==> src/verilog/cpu_ctrl_params.svh <==
`ifndef CPU_CTRL_PARAMS_SVH
`define CPU_CTRL_PARAMS_SVH

// Instruction byte
`define CPU_OPCODE_W 8

// Machine cycle counter, driven by the sequencer outside
`define CPU_MCYCLE_W 3

// Longest instruction kept here is CALL, cycles 0 to 5
`define CPU_MAX_MCYCLE 5

// Register file select, pair in bits 2:1, low byte in bit 0
`define CPU_RSEL_W 3

`endif

==> src/verilog/cpu_ctrl_pkg.sv <==
`default_nettype none

package cpu_ctrl_pkg;

    // Instruction groups the control unit tells apart
    typedef enum logic [3:0] {
        OP_MISC,    // One-cycle catch-all
        OP_STOP,
        OP_HALT,
        OP_INVALID,
        OP_LD16,
        OP_POP,
        OP_PUSH,
        OP_JP,
        OP_JR,
        OP_CALL,
        OP_RET,
        OP_RET_CC
    } op_class_e;

    typedef enum logic [1:0] {
        BUS_IDLE  = 2'd0,
        BUS_FETCH = 2'd1,
        BUS_WRITE = 2'd2,
        BUS_READ  = 2'd3
    } bus_op_e;

    typedef enum logic [1:0] {
        AB_PC   = 2'd0,
        AB_TEMP = 2'd1,
        AB_HL   = 2'd2,
        AB_SP   = 2'd3
    } ab_src_e;

    typedef enum logic [1:0] {
        CT_NONE = 2'd0,
        CT_INC  = 2'd1,
        CT_DEC  = 2'd2,
        CT_LOAD = 2'd3
    } ct_op_e;

    typedef enum logic [1:0] {
        PC_SEQ    = 2'd0,
        PC_VECTOR = 2'd1,
        PC_TEMP   = 2'd2
    } pc_src_e;

    typedef enum logic [1:0] {
        DB_REG   = 2'd0,
        DB_FLAGS = 2'd1
    } db_src_e;

    typedef enum logic [1:0] {
        SRC_ACC   = 2'd0,
        SRC_STACK = 2'd3  // Popped byte from the data bus
    } alu_src_a_e;

    typedef enum logic [1:0] {
        DST_ACC = 2'd0,
        DST_PC  = 2'd1
    } alu_dst_e;

endpackage

`default_nettype wire

==> src/verilog/decode_if.sv <==
`timescale 1ns/1ps
`default_nettype none

`include "cpu_ctrl_params.svh"

interface decode_if;
    import cpu_ctrl_pkg::*;

    op_class_e                 op_class;
    logic [1:0]                reg_pair;  // Opcode bits 5:4
    logic                      taken;
    logic [`CPU_MCYCLE_W-1:0]  m_cycle;

    modport dec (output op_class, output reg_pair, output taken, output m_cycle);

    modport exe (input op_class, input taken, input m_cycle);

    modport res (input op_class, input reg_pair, input m_cycle);

endinterface

`default_nettype wire

==> src/verilog/ctrl_decode.sv <==
`timescale 1ns/1ps
`default_nettype none

`include "cpu_ctrl_params.svh"

module ctrl_decode (
    input  logic                      clk,
    input  logic                      arst_n,
    input  logic [`CPU_OPCODE_W-1:0]  opcode_early,
    input  logic [`CPU_MCYCLE_W-1:0]  m_cycle,
    input  logic                      f_z,
    input  logic                      f_c,
    decode_if.dec                     dec
);
    import cpu_ctrl_pkg::*;

    logic [`CPU_OPCODE_W-1:0] opcode;
    op_class_e                op_class;
    logic                     cond_en;   // Conditional branch form
    logic                     cond_met;

    // Opcode arrives one clock ahead of the instruction
    always_ff @(posedge clk or negedge arst_n) begin
        if (!arst_n) begin
            opcode <= '0;  // NOP
        end else begin
            opcode <= opcode_early;
        end
    end

    ////////////////////////////////
    // Classification
    always_comb begin
        op_class = OP_MISC;
        cond_en  = 1'b0;
        case (opcode) inside
            8'h10: op_class = OP_STOP;
            8'h76: op_class = OP_HALT;
            8'hD3, 8'hDB, 8'hDD, 8'hE3, 8'hE4, 8'hEB, 8'hEC, 8'hED, 8'hF4, 8'hFC, 8'hFD:
                op_class = OP_INVALID;
            8'b00??_0001: op_class = OP_LD16;
            8'b11??_0001: op_class = OP_POP;
            8'b11??_0101: op_class = OP_PUSH;
            8'hC3: op_class = OP_JP;
            8'h18: op_class = OP_JR;
            8'hCD: op_class = OP_CALL;
            8'hC9: op_class = OP_RET;
            8'hC2, 8'hCA, 8'hD2, 8'hDA: begin
                op_class = OP_JP;
                cond_en  = 1'b1;
            end
            8'h20, 8'h28, 8'h30, 8'h38: begin
                op_class = OP_JR;
                cond_en  = 1'b1;
            end
            8'hC4, 8'hCC, 8'hD4, 8'hDC: begin
                op_class = OP_CALL;
                cond_en  = 1'b1;
            end
            8'hC0, 8'hC8, 8'hD0, 8'hD8: begin
                op_class = OP_RET_CC;
                cond_en  = 1'b1;
            end
            default: op_class = OP_MISC;
        endcase
    end

    // Condition code sits in bits 4:3 for every conditional form
    always_comb begin
        case (opcode[4:3])
            2'b00:   cond_met = !f_z;  // NZ
            2'b01:   cond_met = f_z;   // Z
            2'b10:   cond_met = !f_c;  // NC
            default: cond_met = f_c;   // C
        endcase
    end

    assign dec.op_class = op_class;
    assign dec.reg_pair = opcode[5:4];
    assign dec.taken    = cond_en ? cond_met : 1'b1;
    assign dec.m_cycle  = m_cycle;

    // Flags must be valid whenever the core is clocked
    a_taken_known: assert property (@(posedge clk) disable iff (!arst_n)
        !$isunknown(dec.taken))
        else $error("branch condition unknown, opcode %h", opcode);

endmodule

`default_nettype wire

==> src/verilog/ctrl_execute.sv <==
`timescale 1ns/1ps
`default_nettype none

`include "cpu_ctrl_params.svh"

module ctrl_execute (
    decode_if.exe                  exe,
    output cpu_ctrl_pkg::pc_src_e  pc_src,
    output logic                   pc_we,
    output logic                   pc_jr,
    output cpu_ctrl_pkg::bus_op_e  bus_op,
    output cpu_ctrl_pkg::ab_src_e  ab_src,
    output cpu_ctrl_pkg::ct_op_e   ct_op,
    output logic                   next,
    output logic                   stop,
    output logic                   halt
);
    import cpu_ctrl_pkg::*;

    logic multi_cycle;

    assign multi_cycle = !(exe.op_class inside {OP_MISC, OP_STOP, OP_HALT, OP_INVALID});

    always_comb begin
        // End of instruction: fetch next opcode from PC
        pc_src = PC_SEQ;
        pc_we  = 1'b0;
        pc_jr  = 1'b0;
        bus_op = BUS_FETCH;
        ab_src = AB_PC;
        ct_op  = CT_INC;
        next   = 1'b0;
        stop   = 1'b0;
        halt   = 1'b0;

        if (exe.m_cycle > `CPU_MCYCLE_W'(`CPU_MAX_MCYCLE)) begin
            stop = 1'b1;  // Sequencer ran away
            halt = 1'b1;
            next = 1'b1;
        end else if (exe.m_cycle == 3'd0) begin
            stop = (exe.op_class == OP_STOP) || (exe.op_class == OP_INVALID);
            halt = (exe.op_class == OP_HALT) || (exe.op_class == OP_INVALID);
            next = multi_cycle;
        end else begin
            case (exe.op_class)
                OP_LD16, OP_POP: begin
                    next = (exe.m_cycle == 3'd1);
                end
                OP_PUSH: begin
                    if (exe.m_cycle == 3'd1) begin
                        bus_op = BUS_WRITE;
                        next   = 1'b1;
                    end else if (exe.m_cycle == 3'd2) begin
                        bus_op = BUS_WRITE;
                        ct_op  = CT_NONE;
                        next   = 1'b1;
                    end
                end
                OP_JP: begin
                    if (exe.m_cycle == 3'd1) begin
                        next = 1'b1;
                    end else if ((exe.m_cycle == 3'd2) && exe.taken) begin
                        pc_src = PC_TEMP;  // Jump target in temp
                        pc_we  = 1'b1;
                        bus_op = BUS_IDLE;
                        ct_op  = CT_NONE;
                        next   = 1'b1;
                    end
                end
                OP_JR: begin
                    if ((exe.m_cycle == 3'd1) && exe.taken) begin
                        pc_jr = 1'b1;
                        next  = 1'b1;
                    end
                end
                OP_CALL: begin
                    if (exe.m_cycle == 3'd1) begin
                        next = 1'b1;
                    end else if ((exe.m_cycle == 3'd2) && exe.taken) begin
                        bus_op = BUS_IDLE;
                        ct_op  = CT_DEC;  // Pre-decrement SP
                        next   = 1'b1;
                    end else if (exe.m_cycle == 3'd3) begin
                        bus_op = BUS_WRITE;  // Return address high byte
                        ab_src = AB_SP;
                        ct_op  = CT_DEC;
                        next   = 1'b1;
                    end else if (exe.m_cycle == 3'd4) begin
                        pc_src = PC_TEMP;
                        pc_we  = 1'b1;
                        bus_op = BUS_WRITE;
                        ab_src = AB_SP;
                        ct_op  = CT_NONE;
                        next   = 1'b1;
                    end
                end
                OP_RET: begin
                    if (exe.m_cycle == 3'd1) begin
                        next = 1'b1;
                    end else if (exe.m_cycle == 3'd2) begin
                        bus_op = BUS_IDLE;
                        ct_op  = CT_NONE;
                        next   = 1'b1;
                    end
                end
                OP_RET_CC: begin
                    if ((exe.m_cycle == 3'd1) && exe.taken) begin
                        bus_op = BUS_READ;
                        ab_src = AB_SP;
                        ct_op  = CT_LOAD;
                        next   = 1'b1;
                    end else if (exe.m_cycle == 3'd2) begin
                        next = 1'b1;
                    end else if (exe.m_cycle == 3'd3) begin
                        bus_op = BUS_IDLE;
                        ct_op  = CT_NONE;
                        next   = 1'b1;
                    end
                end
                default: begin
                    next = 1'b0;
                end
            endcase
        end
    end

    ////////////////////////////////
    // PC update sanity
    a_pc_we_src: assert final (!pc_we || (pc_src != PC_SEQ))
        else $error("PC write with sequential source, class %0d", exe.op_class);

    a_jr_we_excl: assert final (!(pc_jr && pc_we))
        else $error("relative and absolute PC update together, class %0d", exe.op_class);

endmodule

`default_nettype wire

==> src/verilog/ctrl_result.sv <==
`timescale 1ns/1ps
`default_nettype none

`include "cpu_ctrl_params.svh"

module ctrl_result (
    decode_if.res                     res,
    output logic [`CPU_RSEL_W-1:0]    rf_wr_sel,
    output logic [`CPU_RSEL_W-1:0]    rf_rd_sel,
    output cpu_ctrl_pkg::db_src_e     db_src,
    output cpu_ctrl_pkg::alu_src_a_e  alu_src_a,
    output cpu_ctrl_pkg::alu_dst_e    alu_dst,
    output logic                      pc_b_sel,
    output logic                      flags_we
);
    import cpu_ctrl_pkg::*;

    logic is_af;  // Pair 3 means AF for PUSH and POP

    assign is_af = (res.reg_pair == 2'b11);

    always_comb begin
        rf_wr_sel = '0;
        rf_rd_sel = '0;
        db_src    = DB_REG;
        alu_src_a = SRC_ACC;
        alu_dst   = DST_ACC;
        pc_b_sel  = res.m_cycle[0];  // Alternate PC byte per cycle
        flags_we  = 1'b0;

        case (res.op_class)
            OP_LD16: begin
                if (res.m_cycle == 3'd2) begin
                    rf_wr_sel = {res.reg_pair, 1'b0};
                end
            end
            OP_POP: begin
                if (res.m_cycle == 3'd2) begin
                    if (is_af) begin
                        flags_we = 1'b1;
                    end else begin
                        rf_wr_sel = {res.reg_pair, 1'b0};
                    end
                end
            end
            OP_PUSH: begin
                if (res.m_cycle == 3'd2) begin
                    if (is_af) begin
                        db_src = DB_FLAGS;
                    end else begin
                        rf_rd_sel = {res.reg_pair, 1'b1};  // Low byte of the pair
                    end
                end
            end
            OP_RET, OP_RET_CC: begin
                // RET_CC runs one cycle behind RET
                if (((res.op_class == OP_RET) && (res.m_cycle == 3'd1)) ||
                    ((res.op_class == OP_RET_CC) && (res.m_cycle == 3'd2))) begin
                    alu_src_a = SRC_STACK;
                    alu_dst   = DST_PC;
                    pc_b_sel  = 1'b0;
                end else if (((res.op_class == OP_RET) && (res.m_cycle == 3'd2)) ||
                             ((res.op_class == OP_RET_CC) && (res.m_cycle == 3'd3))) begin
                    alu_src_a = SRC_STACK;
                    alu_dst   = DST_PC;
                    pc_b_sel  = 1'b1;
                end
            end
            default: begin
                flags_we = 1'b0;
            end
        endcase
    end

endmodule

`default_nettype wire

==> src/verilog/cpu_ctrl.sv <==
`timescale 1ns/1ps
`default_nettype none

`include "cpu_ctrl_params.svh"

module cpu_ctrl (
    input  logic                      clk,
    input  logic                      arst_n,
    input  logic [`CPU_OPCODE_W-1:0]  opcode_early,
    input  logic [`CPU_MCYCLE_W-1:0]  m_cycle,
    input  logic                      f_z,
    input  logic                      f_c,
    output cpu_ctrl_pkg::pc_src_e     pc_src,
    output logic                      pc_we,
    output logic                      pc_jr,
    output cpu_ctrl_pkg::bus_op_e     bus_op,
    output cpu_ctrl_pkg::ab_src_e     ab_src,
    output cpu_ctrl_pkg::ct_op_e      ct_op,
    output logic                      next,
    output logic                      stop,
    output logic                      halt,
    output logic [`CPU_RSEL_W-1:0]    rf_wr_sel,
    output logic [`CPU_RSEL_W-1:0]    rf_rd_sel,
    output cpu_ctrl_pkg::db_src_e     db_src,
    output cpu_ctrl_pkg::alu_src_a_e  alu_src_a,
    output cpu_ctrl_pkg::alu_dst_e    alu_dst,
    output logic                      pc_b_sel,
    output logic                      flags_we
);

    decode_if dec_if ();

    ctrl_decode u_decode (
        .clk          (clk),
        .arst_n       (arst_n),
        .opcode_early (opcode_early),
        .m_cycle      (m_cycle),
        .f_z          (f_z),
        .f_c          (f_c),
        .dec          (dec_if.dec)
    );

    ////////////////////////////////
    // PC, bus and sequencing
    ctrl_execute u_execute (
        .exe    (dec_if.exe),
        .pc_src (pc_src),
        .pc_we  (pc_we),
        .pc_jr  (pc_jr),
        .bus_op (bus_op),
        .ab_src (ab_src),
        .ct_op  (ct_op),
        .next   (next),
        .stop   (stop),
        .halt   (halt)
    );

    // Register file and stack steering
    ctrl_result u_result (
        .res       (dec_if.res),
        .rf_wr_sel (rf_wr_sel),
        .rf_rd_sel (rf_rd_sel),
        .db_src    (db_src),
        .alu_src_a (alu_src_a),
        .alu_dst   (alu_dst),
        .pc_b_sel  (pc_b_sel),
        .flags_we  (flags_we)
    );

endmodule

`default_nettype wire

==> config.mk <==
export PLATFORM = sky130hd
export DESIGN_NAME = cpu_ctrl
export DESIGN_NICKNAME = d
export VERILOG_FILES = /design/src/verilog/cpu_ctrl_pkg.sv /design/src/verilog/decode_if.sv /design/src/verilog/ctrl_decode.sv /design/src/verilog/ctrl_execute.sv /design/src/verilog/ctrl_result.sv /design/src/verilog/cpu_ctrl.sv
export VERILOG_INCLUDE_DIRS = /design/src /design/src/verilog
export SDC_FILE = /design/constraint.sdc
export NUM_CORES = 1
export LEC_CHECK = 0
export ABC_AREA = 1
export BUFFER_PORTS_ARGS = -buffer_cell sky130_fd_sc_hd__buf_2
export CORE_ASPECT_RATIO = 0.8
export CORE_MARGIN = 3
export CORE_UTILIZATION = 50
export DETAILED_ROUTE_END_ITERATION = 8
export HOLD_SLACK_MARGIN = 0.12
export PLACE_DENSITY = 0.89
export SLEW_MARGIN = 10
export SYNTH_ARGS = -nofsm -noshare
export SYNTH_HDL_FRONTEND = slang
export SYNTH_HIERARCHICAL = 1
export SYNTH_SLANG_ARGS = --single-unit
==> constraint.sdc <==
create_clock -name clk -period 2.3 [get_ports clk]
set_input_delay 0.115 -clock clk [delete_from_list [all_inputs] [get_ports clk]]
set_output_delay 0.115 -clock clk [all_outputs]
set_load 0.02 [all_outputs]
==> impl_metrics.toml <==
[status]
status = "complete, but fails checks"
failing_checks = "negative setup slack"

[sta]
tns_ns = -1.56
clock.fmax_ghz = 0.401
finalCritPeriodShare = 1.08
timing.final.hold_violations = 0
timing.final.max_slew_violations = 0
postLayoutSetupSlackWorst_ns = -0.194
final-setup-viol-count = 20
timing.final.crit_period_ns = 2.49
rsz0062_at_grt = "true"

[final_layout]
final_cell_mix = "nand2_1, nor2_1, buf_4, buf_2, inv_1"
largest_register_ffs = 8
reg_top3 = "u_decode/opcode x8"
largest_register = "u_decode/opcode"
nNetsFinal = 301
final_cell_count_no_fill = 309
layout.cells.most_common = "nand2_1"
syn_to_final_growth_pct = 48.9
share_of_final_layout_standard_cells_stronger_than_drive_strength_1 = 0.458
antenna_cells = 0
final_util = 0.822

[placement]
hpwl_after_dpl_mm = 2.39
placed_cells_incl_taps = 282
place.port_buffers = 37
global_placer_s_final_weighted_congestion = 0.944

[synth]
synth_compound_area_frac = 0.0936
syn-instance-count = 228
combinational_family_with_the_most_area_after_synthesis = "simple AND/OR/NAND/NOR gates"
synth.lib_cells_used.distinct = 28
synth_top_area_cell = "nand2_1"
muxShareOfSynthArea = 0
synth_sequential_area_ratio = 0.161
post_synthesis_instance_area_um2 = 1240
synth_seq_cells = 8
syn-mean-instance-area_um2 = 5.45
yosys.area_share.xor_xnor = 0.00704
synthSimpleGateAreaFrac = 0.541
ys_top_cells_by_area = "nand2_1, dfrtp_1, nor2_1, nand3_1, buf_4"
adder_and_majority_cell_fraction_of_the_synthesized_area = 0
ys.warnings.count = 6
synth_top_area_frac = 0.217

[setup_path]
kind_of_critical_path = "register to output pin"
critical_path_start_type = "register"
worst-path-max-fanout = 6
timing.critical_path.arrival_ns = 2.38
endpoint_kind = "output pin"
cp.required_ns = 2.18

[floorplanning]
die_width_um = 61.8
initial_utilization = 0.552
core_area_um2 = 2250
row_count = 15
boundaryPins = 42
die_area_um2 = 3130
die-height_um = 50.6

[pwr]
leakage_power_of_the_design_nw = 1.00
power_w = 0.000491
cellPowerDensity_nw_per_um2 = 265
vdd_ir_drop_max_uv = 500

[clock_network]
clk_pin_slew_ns = 0.06
clock-root-buffer = "clkbuf_4"
clockBufferDepth = 2
clock_sink_count = 8
clock_tree_from_tritoncts = "yes"
clock_h_tree_levels = 1
cts_inserted_buffers = 3

[global_route]
grt_pass1_wl_mm = 5.80
grt_max_degree = 9
initial_antenna_violation_count = 0
first_global_vias = 1393
grt.total_usage = 0.239
gr-total-overflow = 0

[hold_path]
hold_path_class = "input port to asynchronous set/reset pin"

[routing]
dr.first_iter.drc_count = 160
routed_wire_length_per_instance_um = 15.4
finalWirelength_mm = 4.76
routed_via_density = 5.90
detail_route.first_pass.iterations = 5
remaining_drc_errors = 0
num_vias = 1823
final_antenna_net_count = 0

[flow_run]
drv.max_cap_violation_count = 0
metrics by stage:
stage / hold slack [ns] / worst slack [ns] / instance area [µm²]
5_1_grt: 0.246 / -0.244 / 1850
2_1_floorplan: -0.181 / 0.199 / 1250
4_1_cts: 0.234 / 0.000258 / 1550
6_report: 0.229 / -0.194 / 1850
3_3_place_gp: -0.0446 / 0.107 / 1390
3_5_place_dp: -0.0435 / 0.0693 / 1390
critical path, cell delays in order, from the launching register on:
cell and delay [ns]:
dfrtp_2 0.46, inv_2 0.11, nand2_2 0.08, inv_2 0.12, nand3_1 0.09, nand2_1 0.12
nor2_2 0.07, o21ai_4 0.11, inv_2 0.12, nor2_4 0.17, nand2_2 0.09, nand2_2 0.08
nor2_2 0.05, a21oi_2 0.18, nand3b_1 0.12, buf_6 0.14
kinds of logic after synthesis:
| family | after synthesis |
|---|---|
| AO/OA/AOI/OAI | 16 |
| XOR/XNOR | 1 |
| buffers and inverters | 48 |
| flip-flops | 8 |
| other | 2 |
| AND/OR/NAND/NOR | 153 |
metal layers:
metal	global-route usage	wire [µm]
met5	0	0
met4	0.0954	293
met3	0.0488	613
met2	0.364	2160
met1	0.324	1700
final timing paths:
kind	start	to	slack, ns	cells past startpoint
max	u_decode/opcode[1]	ct_op[0]	-0.19	15
min	arst_n	u_decode/opcode[7]	0.23	2
max in group asynchronous	arst_n	u_decode/opcode[0]	1.88	2
min in group clk	opcode_early[5]	u_decode/opcode[5]	0.48	2
cells in the mapped netlist:
cell      count
nor2_2        5
nand4_2       1
o21ai_1       2
o21ai_2       1
nor2_1       39
dfrtp_1       8
o22ai_1       1
conb_1        2
inv_2         7
o211ai_2      1
nand4_1       6
nor2_4        2
nand3b_1      1
a21oi_4       1
buf_4        13
a21oi_1       5
nor3_1        2
o31ai_1       2
xor2_1        1
o21ai_0       1
nand2_2       4
inv_1        26
nand2_1      72
clkinv_2      1
buf_6         1
nand3_1      20
a21oi_2       2
nor3_2        1
where the power goes:
part	switching, W	internal [W]
clock network	0.0000569	0.0000603
logic	0.000130	0.0000775
registers	0.0000169	0.000149
layout make-up:
class	count	area (µm²)
fillers	126	400
well taps	25	31.3
multi-input cells	174	972
clock buffers	3	22.5
inverters	34	135
repair buffers	65	483
flip-flops and latches	8	208
timing repair:
item | CTS | global route
pin swaps | 1 | 27
resized for setup | 9 | 71
hold endpoints to repair | 16 | 0
setup endpoints to repair | 17 | 20
setup buffers | 3 | 12
hold buffers | 9 | 0
Power figures use the tool's default switching activity.
